$ cat config.mk
export PLATFORM = sky130hd
export DESIGN_NAME = uart_dbg_top
export DESIGN_NICKNAME = d
export VERILOG_FILES = /design/src/rtl/uart_dbg_pkg.sv /design/src/rtl/dbg_cmd_engine.sv /design/src/rtl/dbg_scratch_mem.sv /design/src/rtl/uart_dbg_top.sv /design/src/rtl/uart_rx.sv /design/src/rtl/uart_tx.sv
export SDC_FILE = /design/constraint.sdc
export NUM_CORES = 2
export LEC_CHECK = 0
export ABC_AREA = 1
export BUFFER_PORTS_ARGS = -buffer_cell sky130_fd_sc_hd__buf_2
export CORE_MARGIN = 1
export CORE_UTILIZATION = 45
export DETAILED_ROUTE_END_ITERATION = 10
export GPL_TIMING_DRIVEN = 0
export PLACE_DENSITY_LB_ADDON = 0.2
export SKIP_CTS_REPAIR_TIMING = 1
export SLEW_MARGIN = 20
export SYNTH_ARGS = -nofsm -noshare
export SYNTH_HDL_FRONTEND = slang
export SYNTH_SLANG_ARGS = --single-unit
export TNS_END_PERCENT = 50
$ cat constraint.sdc
create_clock -name clk -period 4 [get_ports clk]
set_input_delay 0.8 -clock clk [delete_from_list [all_inputs] [get_ports clk]]
set_output_delay 0.8 -clock clk [all_outputs]
set_load 0.02 [all_outputs]
$ cat src/rtl/uart_dbg_pkg.sv
// Shared protocol bytes, timing, widths and memory request type; compile before all modules

package uart_dbg_pkg;

  ////////////////////////////////////////////////////////////////////////////
  // Timing and sizes
  ////////////////////////////////////////////////////////////////////////////

  // Oversampling ratio of the serial line
  localparam int unsigned ClksPerBit    = 16;

  // Address and length fields are 64-bit little-endian on the wire
  localparam int unsigned DbgFieldBytes = 8;

  localparam int unsigned MemAddrWidth  = 8;
  localparam int unsigned MemDepth      = 1 << MemAddrWidth;
  localparam int unsigned LenWidth      = 16;

  ////////////////////////////////////////////////////////////////////////////
  // Types
  ////////////////////////////////////////////////////////////////////////////

  typedef logic [7:0] byte_t;
  typedef logic [MemAddrWidth-1:0] mem_addr_t;

  // Request payload, held stable while req is high
  typedef struct packed {
    logic      we;
    mem_addr_t addr;
    byte_t     wdata;
  } mem_req_t;

  ////////////////////////////////////////////////////////////////////////////
  // Protocol bytes
  ////////////////////////////////////////////////////////////////////////////

  localparam byte_t DbgCmdRead  = 8'h11;
  localparam byte_t DbgCmdWrite = 8'h12;
  localparam byte_t DbgAck      = 8'h06;
  localparam byte_t DbgEot      = 8'h04;

endpackage

$ cat src/rtl/dbg_cmd_engine.sv
// Debug protocol FSM: parses host commands and sequences memory and reply traffic
`timescale 1ns/1ps

module dbg_cmd_engine (
  input  logic                   clk,
  input  logic                   rst_i,
  // Receiver
  input  uart_dbg_pkg::byte_t    rx_data_i,
  input  logic                   rx_valid_i,
  // Transmitter
  output logic                   tx_req_o,
  output uart_dbg_pkg::byte_t    tx_data_o,
  input  logic                   tx_ack_i,
  // Scratch memory
  output logic                   mem_req_o,
  output uart_dbg_pkg::mem_req_t mem_cmd_o,
  input  logic                   mem_ack_i,
  input  uart_dbg_pkg::byte_t    mem_rdata_i
);

  import uart_dbg_pkg::*;

  typedef enum logic [2:0] {
    EngIdle,
    EngAddr,
    EngLen,
    EngAck,
    EngData,
    EngEot
  } eng_state_e;

  eng_state_e                       state_q;
  logic [$clog2(DbgFieldBytes)-1:0] field_cnt_q;
  logic                             field_last;
  mem_addr_t                        addr_q;
  logic [LenWidth-1:0]              len_q;
  logic                             is_read_q;
  logic                             is_chal_q;
  logic                             tx_req_q;
  byte_t                            tx_data_q;
  logic                             mem_req_q;
  mem_req_t                         mem_cmd_q;

  assign field_last = (32'(field_cnt_q) == DbgFieldBytes - 1);

  always_ff @(posedge clk) begin
    if (rst_i) begin
      state_q     <= EngIdle;
      field_cnt_q <= '0;
      addr_q      <= '0;
      len_q       <= '0;
      is_read_q   <= 1'b0;
      is_chal_q   <= 1'b0;
      tx_req_q    <= 1'b0;
      mem_req_q   <= 1'b0;
    end else begin
      case (state_q)

        ////////////////////////////////////////////////////////////////////////////
        // Command and field collection
        ////////////////////////////////////////////////////////////////////////////

        EngIdle: begin
          if (rx_valid_i) begin
            if (rx_data_i == DbgAck) begin
              // Challenge is echoed and the engine returns to idle
              is_chal_q <= 1'b1;
              tx_req_q  <= 1'b1;
              tx_data_q <= DbgAck;
              state_q   <= EngAck;
            end else if (rx_data_i == DbgCmdRead || rx_data_i == DbgCmdWrite) begin
              is_chal_q   <= 1'b0;
              is_read_q   <= (rx_data_i == DbgCmdRead);
              field_cnt_q <= '0;
              state_q     <= EngAddr;
            end
          end
        end
        EngAddr: begin
          if (rx_valid_i) begin
            // Only the lowest address byte reaches the memory
            if (field_cnt_q == '0) begin
              addr_q <= rx_data_i;
            end
            field_cnt_q <= field_cnt_q + 1'b1;
            if (field_last) begin
              field_cnt_q <= '0;
              state_q     <= EngLen;
            end
          end
        end
        EngLen: begin
          if (rx_valid_i) begin
            if (32'(field_cnt_q) < LenWidth / 8) begin
              len_q[8*field_cnt_q +: 8] <= rx_data_i;
            end
            field_cnt_q <= field_cnt_q + 1'b1;
            if (field_last) begin
              field_cnt_q <= '0;
              tx_req_q    <= 1'b1;
              tx_data_q   <= DbgAck;
              state_q     <= EngAck;
            end
          end
        end

        ////////////////////////////////////////////////////////////////////////////
        // Reply bytes and data stream
        ////////////////////////////////////////////////////////////////////////////

        EngAck, EngEot: begin
          if (tx_req_q) begin
            if (tx_ack_i) begin
              tx_req_q <= 1'b0;
            end
          end else if (!tx_ack_i) begin
            if (state_q == EngEot || is_chal_q) begin
              state_q <= EngIdle;
            end else begin
              state_q <= EngData;
            end
          end
        end
        EngData: begin
          if (mem_req_q) begin
            if (mem_ack_i) begin
              mem_req_q <= 1'b0;
              if (is_read_q) begin
                tx_req_q  <= 1'b1;
                tx_data_q <= mem_rdata_i;
              end else begin
                addr_q <= addr_q + 1'b1;
                len_q  <= len_q - 1'b1;
              end
            end
          end else if (tx_req_q) begin
            if (tx_ack_i) begin
              tx_req_q <= 1'b0;
              addr_q   <= addr_q + 1'b1;
              len_q    <= len_q - 1'b1;
            end
          end else if (mem_ack_i || tx_ack_i) begin
            // Wait for the previous handshake to return to zero
          end else if (len_q == '0) begin
            tx_req_q  <= 1'b1;
            tx_data_q <= DbgEot;
            state_q   <= EngEot;
          end else if (is_read_q) begin
            mem_req_q <= 1'b1;
            mem_cmd_q <= '{we: 1'b0, addr: addr_q, wdata: '0};
          end else if (rx_valid_i) begin
            mem_req_q <= 1'b1;
            mem_cmd_q <= '{we: 1'b1, addr: addr_q, wdata: rx_data_i};
          end
        end
        default: state_q <= EngIdle;
      endcase
    end
  end

  assign tx_req_o  = tx_req_q;
  assign tx_data_o = tx_data_q;
  assign mem_req_o = mem_req_q;
  assign mem_cmd_o = mem_cmd_q;

endmodule

$ cat src/rtl/dbg_scratch_mem.sv
// Byte-wide scratch memory behind a four-phase req/ack handshake for the debug engine
`timescale 1ns/1ps

module dbg_scratch_mem (
  input  logic                   clk,
  input  logic                   rst_i,
  input  logic                   req_i,
  input  uart_dbg_pkg::mem_req_t cmd_i,
  output logic                   ack_o,
  output uart_dbg_pkg::byte_t    rdata_o
);

  import uart_dbg_pkg::*;

  byte_t mem_q [MemDepth];
  byte_t rdata_q;
  logic  ack_q;
  logic  new_req;

  // Rising request not yet acknowledged
  assign new_req = req_i && !ack_q;

  // Ack follows req by one cycle in both directions
  always_ff @(posedge clk) begin
    if (rst_i) begin
      ack_q <= 1'b0;
    end else begin
      ack_q <= req_i;
    end
  end

  always_ff @(posedge clk) begin
    if (new_req && cmd_i.we) begin
      mem_q[cmd_i.addr] <= cmd_i.wdata;
    end
  end

  // Read data stays put for as long as ack is high
  always_ff @(posedge clk) begin
    if (new_req && !cmd_i.we) begin
      rdata_q <= mem_q[cmd_i.addr];
    end
  end

  assign ack_o   = ack_q;
  assign rdata_o = rdata_q;

endmodule

$ cat src/rtl/uart_dbg_top.sv
// Top level of the UART debug target: receiver, transmitter, command engine and memory
`timescale 1ns/1ps

module uart_dbg_top (
  input  logic clk,
  input  logic rst_i,
  input  logic rx_i,
  output logic tx_o
);

  import uart_dbg_pkg::*;

  byte_t    rx_data;
  logic     rx_valid;
  logic     tx_req;
  byte_t    tx_data;
  logic     tx_ack;
  logic     mem_req;
  mem_req_t mem_cmd;
  logic     mem_ack;
  byte_t    mem_rdata;

  ////////////////////////////////////////////////////////////////////////////
  // Serial line
  ////////////////////////////////////////////////////////////////////////////

  uart_rx i_uart_rx (
    .clk     (clk),
    .rst_i   (rst_i),
    .rx_i    (rx_i),
    .data_o  (rx_data),
    .valid_o (rx_valid)
  );

  uart_tx i_uart_tx (
    .clk    (clk),
    .rst_i  (rst_i),
    .req_i  (tx_req),
    .data_i (tx_data),
    .ack_o  (tx_ack),
    .tx_o   (tx_o)
  );

  ////////////////////////////////////////////////////////////////////////////
  // Protocol and storage
  ////////////////////////////////////////////////////////////////////////////

  dbg_cmd_engine i_dbg_cmd_engine (
    .clk         (clk),
    .rst_i       (rst_i),
    .rx_data_i   (rx_data),
    .rx_valid_i  (rx_valid),
    .tx_req_o    (tx_req),
    .tx_data_o   (tx_data),
    .tx_ack_i    (tx_ack),
    .mem_req_o   (mem_req),
    .mem_cmd_o   (mem_cmd),
    .mem_ack_i   (mem_ack),
    .mem_rdata_i (mem_rdata)
  );

  dbg_scratch_mem i_dbg_scratch_mem (
    .clk     (clk),
    .rst_i   (rst_i),
    .req_i   (mem_req),
    .cmd_i   (mem_cmd),
    .ack_o   (mem_ack),
    .rdata_o (mem_rdata)
  );

endmodule

$ cat src/rtl/uart_rx.sv
// 8N1 UART receiver with oversampling; emits one strobe per correctly framed byte
`timescale 1ns/1ps

module uart_rx (
  input  logic                clk,
  input  logic                rst_i,
  input  logic                rx_i,
  output uart_dbg_pkg::byte_t data_o,
  output logic                valid_o
);

  import uart_dbg_pkg::*;

  typedef enum logic [1:0] {
    RxIdle,
    RxStart,
    RxData,
    RxStop
  } rx_state_e;

  rx_state_e                     state_q;
  logic [1:0]                    sync_q;
  logic                          rx_s;
  logic [$clog2(ClksPerBit)-1:0] cnt_q;
  logic [2:0]                    bit_idx_q;
  byte_t                         shift_q;
  logic                          valid_q;
  logic                          bit_mid;
  logic                          start_mid;

  // Line idles high, so the synchronizer resets to ones
  always_ff @(posedge clk) begin
    if (rst_i) begin
      sync_q <= 2'b11;
    end else begin
      sync_q <= {sync_q[0], rx_i};
    end
  end

  assign rx_s    = sync_q[1];
  assign bit_mid = (32'(cnt_q) == ClksPerBit - 1);
  // Edge detection already costs three cycles, so the half-point check comes early
  assign start_mid = (32'(cnt_q) == ClksPerBit / 2 - 3);

  always_ff @(posedge clk) begin
    if (rst_i) begin
      state_q   <= RxIdle;
      cnt_q     <= '0;
      bit_idx_q <= '0;
      valid_q   <= 1'b0;
    end else begin
      valid_q <= 1'b0;
      cnt_q   <= cnt_q + 1'b1;
      case (state_q)
        RxIdle: begin
          cnt_q <= '0;
          if (!rx_s) begin
            state_q <= RxStart;
          end
        end
        RxStart: begin
          if (start_mid) begin
            cnt_q     <= '0;
            bit_idx_q <= '0;
            // Line back high means a glitch, not a start bit
            state_q   <= rx_s ? RxIdle : RxData;
          end
        end
        RxData: begin
          if (bit_mid) begin
            cnt_q     <= '0;
            bit_idx_q <= bit_idx_q + 1'b1;
            if (bit_idx_q == 3'd7) begin
              state_q <= RxStop;
            end
          end
        end
        RxStop: begin
          if (bit_mid) begin
            // Framing error drops the byte silently
            valid_q <= rx_s;
            state_q <= RxIdle;
          end
        end
        default: state_q <= RxIdle;
      endcase
    end
  end

  // LSB arrives first, shift in from the top
  always_ff @(posedge clk) begin
    if (state_q == RxData && bit_mid) begin
      shift_q <= {rx_s, shift_q[7:1]};
    end
  end

  assign data_o  = shift_q;
  assign valid_o = valid_q;

endmodule

$ cat src/rtl/uart_tx.sv
// 8N1 UART transmitter; sends one byte per four-phase req/ack handshake
`timescale 1ns/1ps

module uart_tx (
  input  logic                clk,
  input  logic                rst_i,
  input  logic                req_i,
  input  uart_dbg_pkg::byte_t data_i,
  output logic                ack_o,
  output logic                tx_o
);

  import uart_dbg_pkg::*;

  typedef enum logic [1:0] {
    TxIdle,
    TxSend,
    TxAck
  } tx_state_e;

  tx_state_e                     state_q;
  logic [$clog2(ClksPerBit)-1:0] cnt_q;
  // 0 is the start bit, 1 to 8 data, 9 the stop bit
  logic [3:0]                    bit_idx_q;
  logic [8:0]                    shift_q;
  logic                          tx_q;
  logic                          ack_q;
  logic                          bit_end;

  assign bit_end = (32'(cnt_q) == ClksPerBit - 1);

  always_ff @(posedge clk) begin
    if (rst_i) begin
      state_q   <= TxIdle;
      cnt_q     <= '0;
      bit_idx_q <= '0;
      tx_q      <= 1'b1;
      ack_q     <= 1'b0;
    end else begin
      case (state_q)
        TxIdle: begin
          if (req_i) begin
            tx_q      <= 1'b0;
            cnt_q     <= '0;
            bit_idx_q <= '0;
            state_q   <= TxSend;
          end
        end
        TxSend: begin
          cnt_q <= cnt_q + 1'b1;
          if (bit_end) begin
            cnt_q <= '0;
            if (bit_idx_q == 4'd9) begin
              // Stop bit done
              ack_q   <= 1'b1;
              state_q <= TxAck;
            end else begin
              tx_q      <= shift_q[0];
              bit_idx_q <= bit_idx_q + 1'b1;
            end
          end
        end
        TxAck: begin
          if (!req_i) begin
            ack_q   <= 1'b0;
            state_q <= TxIdle;
          end
        end
        default: state_q <= TxIdle;
      endcase
    end
  end

  // Data LSB first with the stop bit parked on top, ones fill behind it
  always_ff @(posedge clk) begin
    if (state_q == TxIdle && req_i) begin
      shift_q <= {1'b1, data_i};
    end else if (state_q == TxSend && bit_end) begin
      shift_q <= {1'b1, shift_q[8:1]};
    end
  end

  assign tx_o  = tx_q;
  assign ack_o = ack_q;

endmodule

---- Yosys cells after proc, flatten, opt, wreduce, memory -nomap -nowiden ----
Memory sizes are Yosys's and may differ from the RTL's. A register that Yosys moved wholly into a read port is not among the register bits.
Cells that the tools add are included.
cells by class
  $add $sub $neg .......................... 8
  order comparisons ....................... 1
  equality and inequality tests ........... 55
  shift-type cells ........................ 2
  muxes and demuxes ....................... 109
  bitwise logic cells ..................... 8
  reduce and logical (&&, ||, !) cells .... 45
operators by type and width
  operator                 number
  $mux 8                   19
  $mux 16                  8
  $mux 3                   21
  $neg 6->34               1
  $shift 8x34->16 const A  1
  $shiftx 8x34->16         1
  $pmux 16 s2              1
  $ne 2x1->1 const B       15
  $mux 1                   29
  $reduce_and 7->1         4
  $mux 4                   6
  $ne 2x2->1 const B       12
  $pmux 8 s3               1
  $mux 2                   10
  $reduce_bool 2->1        9
  $mux 17                  1
  $bwmux 16                1
  $eq 8x5->1 const B       2
  $logic_not 16->1         1
  $pmux 4 s2               2
  $pmux 8 s2               1
  $reduce_and 4->1         4
  $sub 16x1->16 const B    1
  $pmux 3 s5               1
  other kinds (36)         76
storage, ports and cells
  bits in registers ....................... 100
  bits in writable memories ............... 2048
  word-level logic and storage cells ...... 254
  memories ................................ 1
memories
  name                     words  width  read ports  clocked after Yosys merged registers in  wr ports  RTL line               source
  i_dbg_scratch_mem.mem_q  256    8      1           1                                        1         dbg_scratch_mem.sv:15  byte_t mem_q [MemDepth];

---- Longest topological paths before layout ----
  word-level depth ........................ 6
  depth in mapped cells ................... 15

---- By module ----
A second synthesis with hierarchy kept.
unflattened totals
  cells, all modules ...................... 8700
  area, all modules ....................... 90047.6 um^2
modules (own cells, without submodules)
  module           times used  cells each  area an instance (um^2)  sequential area each (um^2)
  dbg_scratch_mem  1           7989        84725.0                  61759.2
  dbg_cmd_engine   1           506         3490.8                   1431.4
  uart_tx          1           121         1006.0                   480.5
  uart_rx          1           84          825.8                    480.5

---- Worst setup path after synthesis ----
OpenSTA, ideal clock, no wires.
  path kind ............................... reg2reg
  start point ............................. register i_dbg_cmd_engine.mem_cmd_q, in the netlist i_dbg_cmd_engine.mem_cmd_o[0]
  end point ............................... memory i_dbg_scratch_mem.mem_q[0][0] in the netlist's numbering (data pin)
  arrival ................................. 3228 ps
  required time ........................... 3183 ps
  path slack .............................. -46 ps
  cell stages (with the launch flop) ...... 1
  path buffers ............................ 0
  period minus slack after synthesis ...... 4046 ps
  cell sequence ........................... edfxtp_1
RTL lines
  what                      RTL line               source
  start: declaration        dbg_cmd_engine.sv:42   mem_req_t mem_cmd_q;
  start signal: assignment  dbg_cmd_engine.sv:150  mem_cmd_q <= '{we: 1'b0, addr: addr_q, wdata: '0};
  start signal: assignment  dbg_cmd_engine.sv:153  mem_cmd_q <= '{we: 1'b1, addr: addr_q, wdata: rx_data_i};
  end: declaration          dbg_scratch_mem.sv:15
No word-level cell before the write port.

---- Worst setup path after layout ----
  start point ............................. register i_dbg_cmd_engine.mem_cmd_q, in the netlist i_dbg_cmd_engine.mem_cmd_o[12]
  end point ............................... memory i_dbg_scratch_mem.mem_q[74][1] in the netlist's numbering, enable pin
No word-level cell before the write port.

==> metrics.md <==
| Metric | Value |
|---|---|
| Outcome | `complete, but fails checks` |
| Violated checks | `negative setup slack` |
| DIE HEIGHT | `449 um` |
| Clock Power Share | `45.0%` |
| TritonCTS buffer count | `217` |
| Most frequent cells in the layout | `nand2_1 (4871), edfxtp_1 (2097), nor2_1 (435)` |
| Pre-Repair DR Iteration Count | `8` |
| Share of the synthesized area in the top cell type | `70.0%` |
| VDD IR max | `0.379 mV` |
| Routed wire length | `275 mm` |
| Clk sinks | `2156` |
| R2r setup slk | `-0.15 ns` |
| Clk buf depth | `3` |
| Grt met2 use | `41.8%` |
| HPWL Detailed | `200 mm` |
| PwrDens | `434 mW/mm2` |
| Worst Hold Endpoint | `i_uart_rx.sync_q[0]$_SDFF_PP1_` |
| Sw Share | `19.8%` |
| Reg2reg start | `i_dbg_cmd_engine.mem_cmd_o[12]$_DFFE_PP_` |
| Worst-Margin Slew | `1.27 ns` |
| Sequential share of power | `54.8%` |
| Iteration-0 DRC Markers | `7134` |
| Setup violators final | `83` |
| Final WS setup | `-0.151 ns` |
| Startpoint Class | `flop` |
| Via count | `62500` |
| Grt total ovfl | `0` |
| Clock Skew | `0.0296 ns` |
| Io pins | `4` |
| CP Capture Type | `flop` |
| Port bufs | `2` |
| P_leak | `0.0407 uW` |
| Layout cells sized above 1 | `7.48%` |
| CTS tree | `done` |
| Starting Density | `45.5%` |
| CTS H-Tree Depth | `4` |
| Slew margin rel. | `15.5%` |
| Yosys reg bits | `2156` |
| P&R area growth vs syn | `14.1%` |
| Vias per cell | `5.28` |
| Synth Net Count | `8683` |
| Register area share after synthesis | `71.3%` |
| WS Path Type | `reg -> reg` |
| Final GP Congestion | `0.963` |
| Crit path DAT | `4.64 ns` |
| Core footprint | `0.198 mm2` |
| Vias in the first global route | `59500` |
| Slew Limit Fails | `0` |
| Met1 Use GR | `37.4%` |
| R2r endpoint | `i_dbg_scratch_mem.mem_q[74][1]$_DFFE_PP_` |
| Logic pwr share | `0.2%` |
| Fin crit share | `104%` |
| GRT met3 Usage | `5.89%` |
| Worst reg2reg path depth | `5` |
| Internal power of the cells | `35700 uW` |
| Post-synthesis async set-or-reset flop share | `0%` |
| Mapped Cells | `8661` |
| Min Clock Period, post-route | `4.15 ns` |
| Remaining DRCs | `0` |
| Avg Cell Area, Syn | `10.4 um2` |
| Hold Crit Start | `rx_i` |
| WHS Path Cells | `2` |
| Yosys warns | `0` |
| RSZ-0062 raised after global routing | `yes` |
| Chip Width | `449 um` |
| Hold WC Path Type | `in -> reg` |
| Initial antenna violation count | `11` |
| Number of flops mapped to enable cells by yosys | `2097` |
| Synth area leader | `edfxtp_1` |
| Antenna viol nets, final | `0` |
| Busiest grt layer | `met2` |
| DP Area | `0.0956 mm2` |
| Tot GR Track Use | `27.0%` |
| Net Sw Power | `8790 uW` |
| Final Hold Fails | `0` |
| Max-cap violations | `0` |
| Worst endpoint required time | `4.49 ns` |
| Die ar. | `0.202 mm2` |
| Synth top area cells | `edfxtp_1 (70%), nand2_1 (20%), nor2_1 (1.9%)` |
| Clk_lat worst skew | `0.87 ns` |
| Core Rows | `163` |
| Final nets | `9035` |
| Mapped Area | `0.0899 mm2` |
| Ys flop type | `edfxtp_1` |
| First-pass GRT wire length | `397 mm` |
| Routed wire per std cell | `23.2 um` |
| Overall Power | `44500 uW` |
| Count of cell types in the netlist | `41` |
| Final instance area | `0.103 mm2` |
| FMAX | `241 MHz` |
| Root Driver | `clkbuf_16` |
| Largest net degree at the start of global routing | `21` |
| Commonest non-fill, non-tap cell in the layout | `nand2_1` |
| Worst-path maximum fanout | `10` |
| Clock transition at path regs | `0.06 ns` |
Yosys cell counts, types with 2 or more instances:
library cell  number
a211oi_1           6
a21oi_1           76
a22oi_1            2
a31oi_1            9
buf_1             45
buf_2            193
buf_4              4
buf_6              6
clkbuf_1         181
dfxtp_1           59
edfxtp_1        2097
ha_1              19
inv_1            122
inv_2              7
inv_4              2
nand2_1         4876
nand2_2            2
nand2_4            2
nand3_1          209
nand4_1            8
nor2_1           467
nor3_1            19
nor4_1             5
o21ai_0          117
o21ai_1          102
o22ai_1            2
o31ai_1            2
or2_2              6
xor2_1             4
worst max-delay path, stage by stage, from the launching register on:
cell and delay, ns:
edfxtp_1 0.47, nor2_1 0.59, clkbuf_1 0.71, nand2_1 0.55, clkbuf_1 0.63, nor2_1 0.77
power by group through the flow:
| stage | combinational, uW | clock [uW] | sequential [uW] |
|---|---|---|---|
| 6_report | 74.9 | 20000 | 24400 |
| 5_1_grt | 84.4 | 21000 | 24400 |
| 4_1_cts | 74.6 | 20200 | 24400 |
| 3_5_place_dp | 74.0 | 0 | 24900 |
| 3_3_place_gp | 71.4 | 0 | 24900 |
| 2_1_floorplan | 53.2 | 0 | 24900 |
metal layers:
| layer | up-vias | wire length [um] |
|---|---|---|
| met2 | 2589 | 123000 |
| met4 | 4 | 10800 |
| met3 | 478 | 25900 |
| met5 | - | 28 |
| met1 | 30200 | 115000 |
| li1 | 29200 | - |
cell type report:
type	instances	area, um2
flip-flops and latches	2156	64200
clock inverters	132	1220
well taps	2640	3300
diodes	3	7.51
fillers	17400	95200
multi-input cells	5944	23500
plain buffers	429	1930
clock buffers	268	5690
repair buffers	133	2370
inverters	132	500
metrics by stage:
step	utilization (%)	setup slack, ns	hold slack [ns]	TNS [ns]	instances
after floorplan	-	-0.0457	0.389	-93.65	8661
after global placement	47.1	-6.05	0.412	-	11300
after detailed placement	48.3	-0.223	0.408	-51.70	11400
after CTS	51.8	-0.237	0.0994	-58.11	11800
after global routing	51.9	-0.198	0.133	-11.96	11800
final	51.9	-0.151	0.156	-8.03	11800
sequential cells by signal, indices dropped and copies added (netlist names), 2 cells and up, named ones only:
signal                        count
i_dbg_scratch_mem.mem_q        2048
i_dbg_cmd_engine.tx_data_o        8
i_uart_tx.cnt_q                   4
i_dbg_scratch_mem.rdata_o         8
i_dbg_cmd_engine.mem_cmd_o       17
i_uart_rx.data_o                  8
i_uart_rx.sync_q                  2
i_dbg_cmd_engine.field_cnt_q      3
i_dbg_cmd_engine.state_q          3
i_dbg_cmd_engine.addr_q           8
i_uart_tx.shift_q                 8
i_uart_rx.cnt_q                   4
i_dbg_cmd_engine.len_q           16
i_uart_tx.state_q                 2
i_uart_tx.bit_idx_q               4
i_uart_rx.bit_idx_q               3
kinds of logic after synthesis:
logic type	share of synthesized area (%)
adder cells (fa/ha/maj)	0.264
AO/OA/AOI/OAI	1.87
XOR/XNOR	0.0390
AND/OR/NAND/NOR	23.8
buffers and inverters	2.68
flip-flops	71.3
worst max path at each step:
stage,slack (ns),startpoint,cells after the start,endpoint
6_report,-0.15,i_dbg_cmd_engine.mem_cmd_o[12]$_DFFE_PP_,5,i_dbg_scratch_mem.mem_q[74][1]$_DFFE_PP_
5_1_grt,-0.20,i_dbg_cmd_engine.mem_cmd_o[12]$_DFFE_PP_,5,i_dbg_scratch_mem.mem_q[77][2]$_DFFE_PP_
3_3_place_gp,-6.05,i_dbg_cmd_engine.mem_cmd_o[3]$_SDFFCE_PP0P_,0,i_dbg_scratch_mem.mem_q[65][3]$_DFFE_PP_
2_1_floorplan,-0.05,i_dbg_cmd_engine.mem_cmd_o[0]$_SDFFCE_PP0P_,0,i_dbg_scratch_mem.mem_q[0][0]$_DFFE_PP_
4_1_cts,-0.24,i_dbg_cmd_engine.mem_cmd_o[8]$_DFFE_PP_,10,i_dbg_scratch_mem.mem_q[33][4]$_DFFE_PP_
3_5_place_dp,-0.22,i_dbg_cmd_engine.mem_cmd_o[8]$_DFFE_PP_,10,i_dbg_scratch_mem.mem_q[241][2]$_DFFE_PP_
Note: power is estimated with default switching activity, not from simulation.
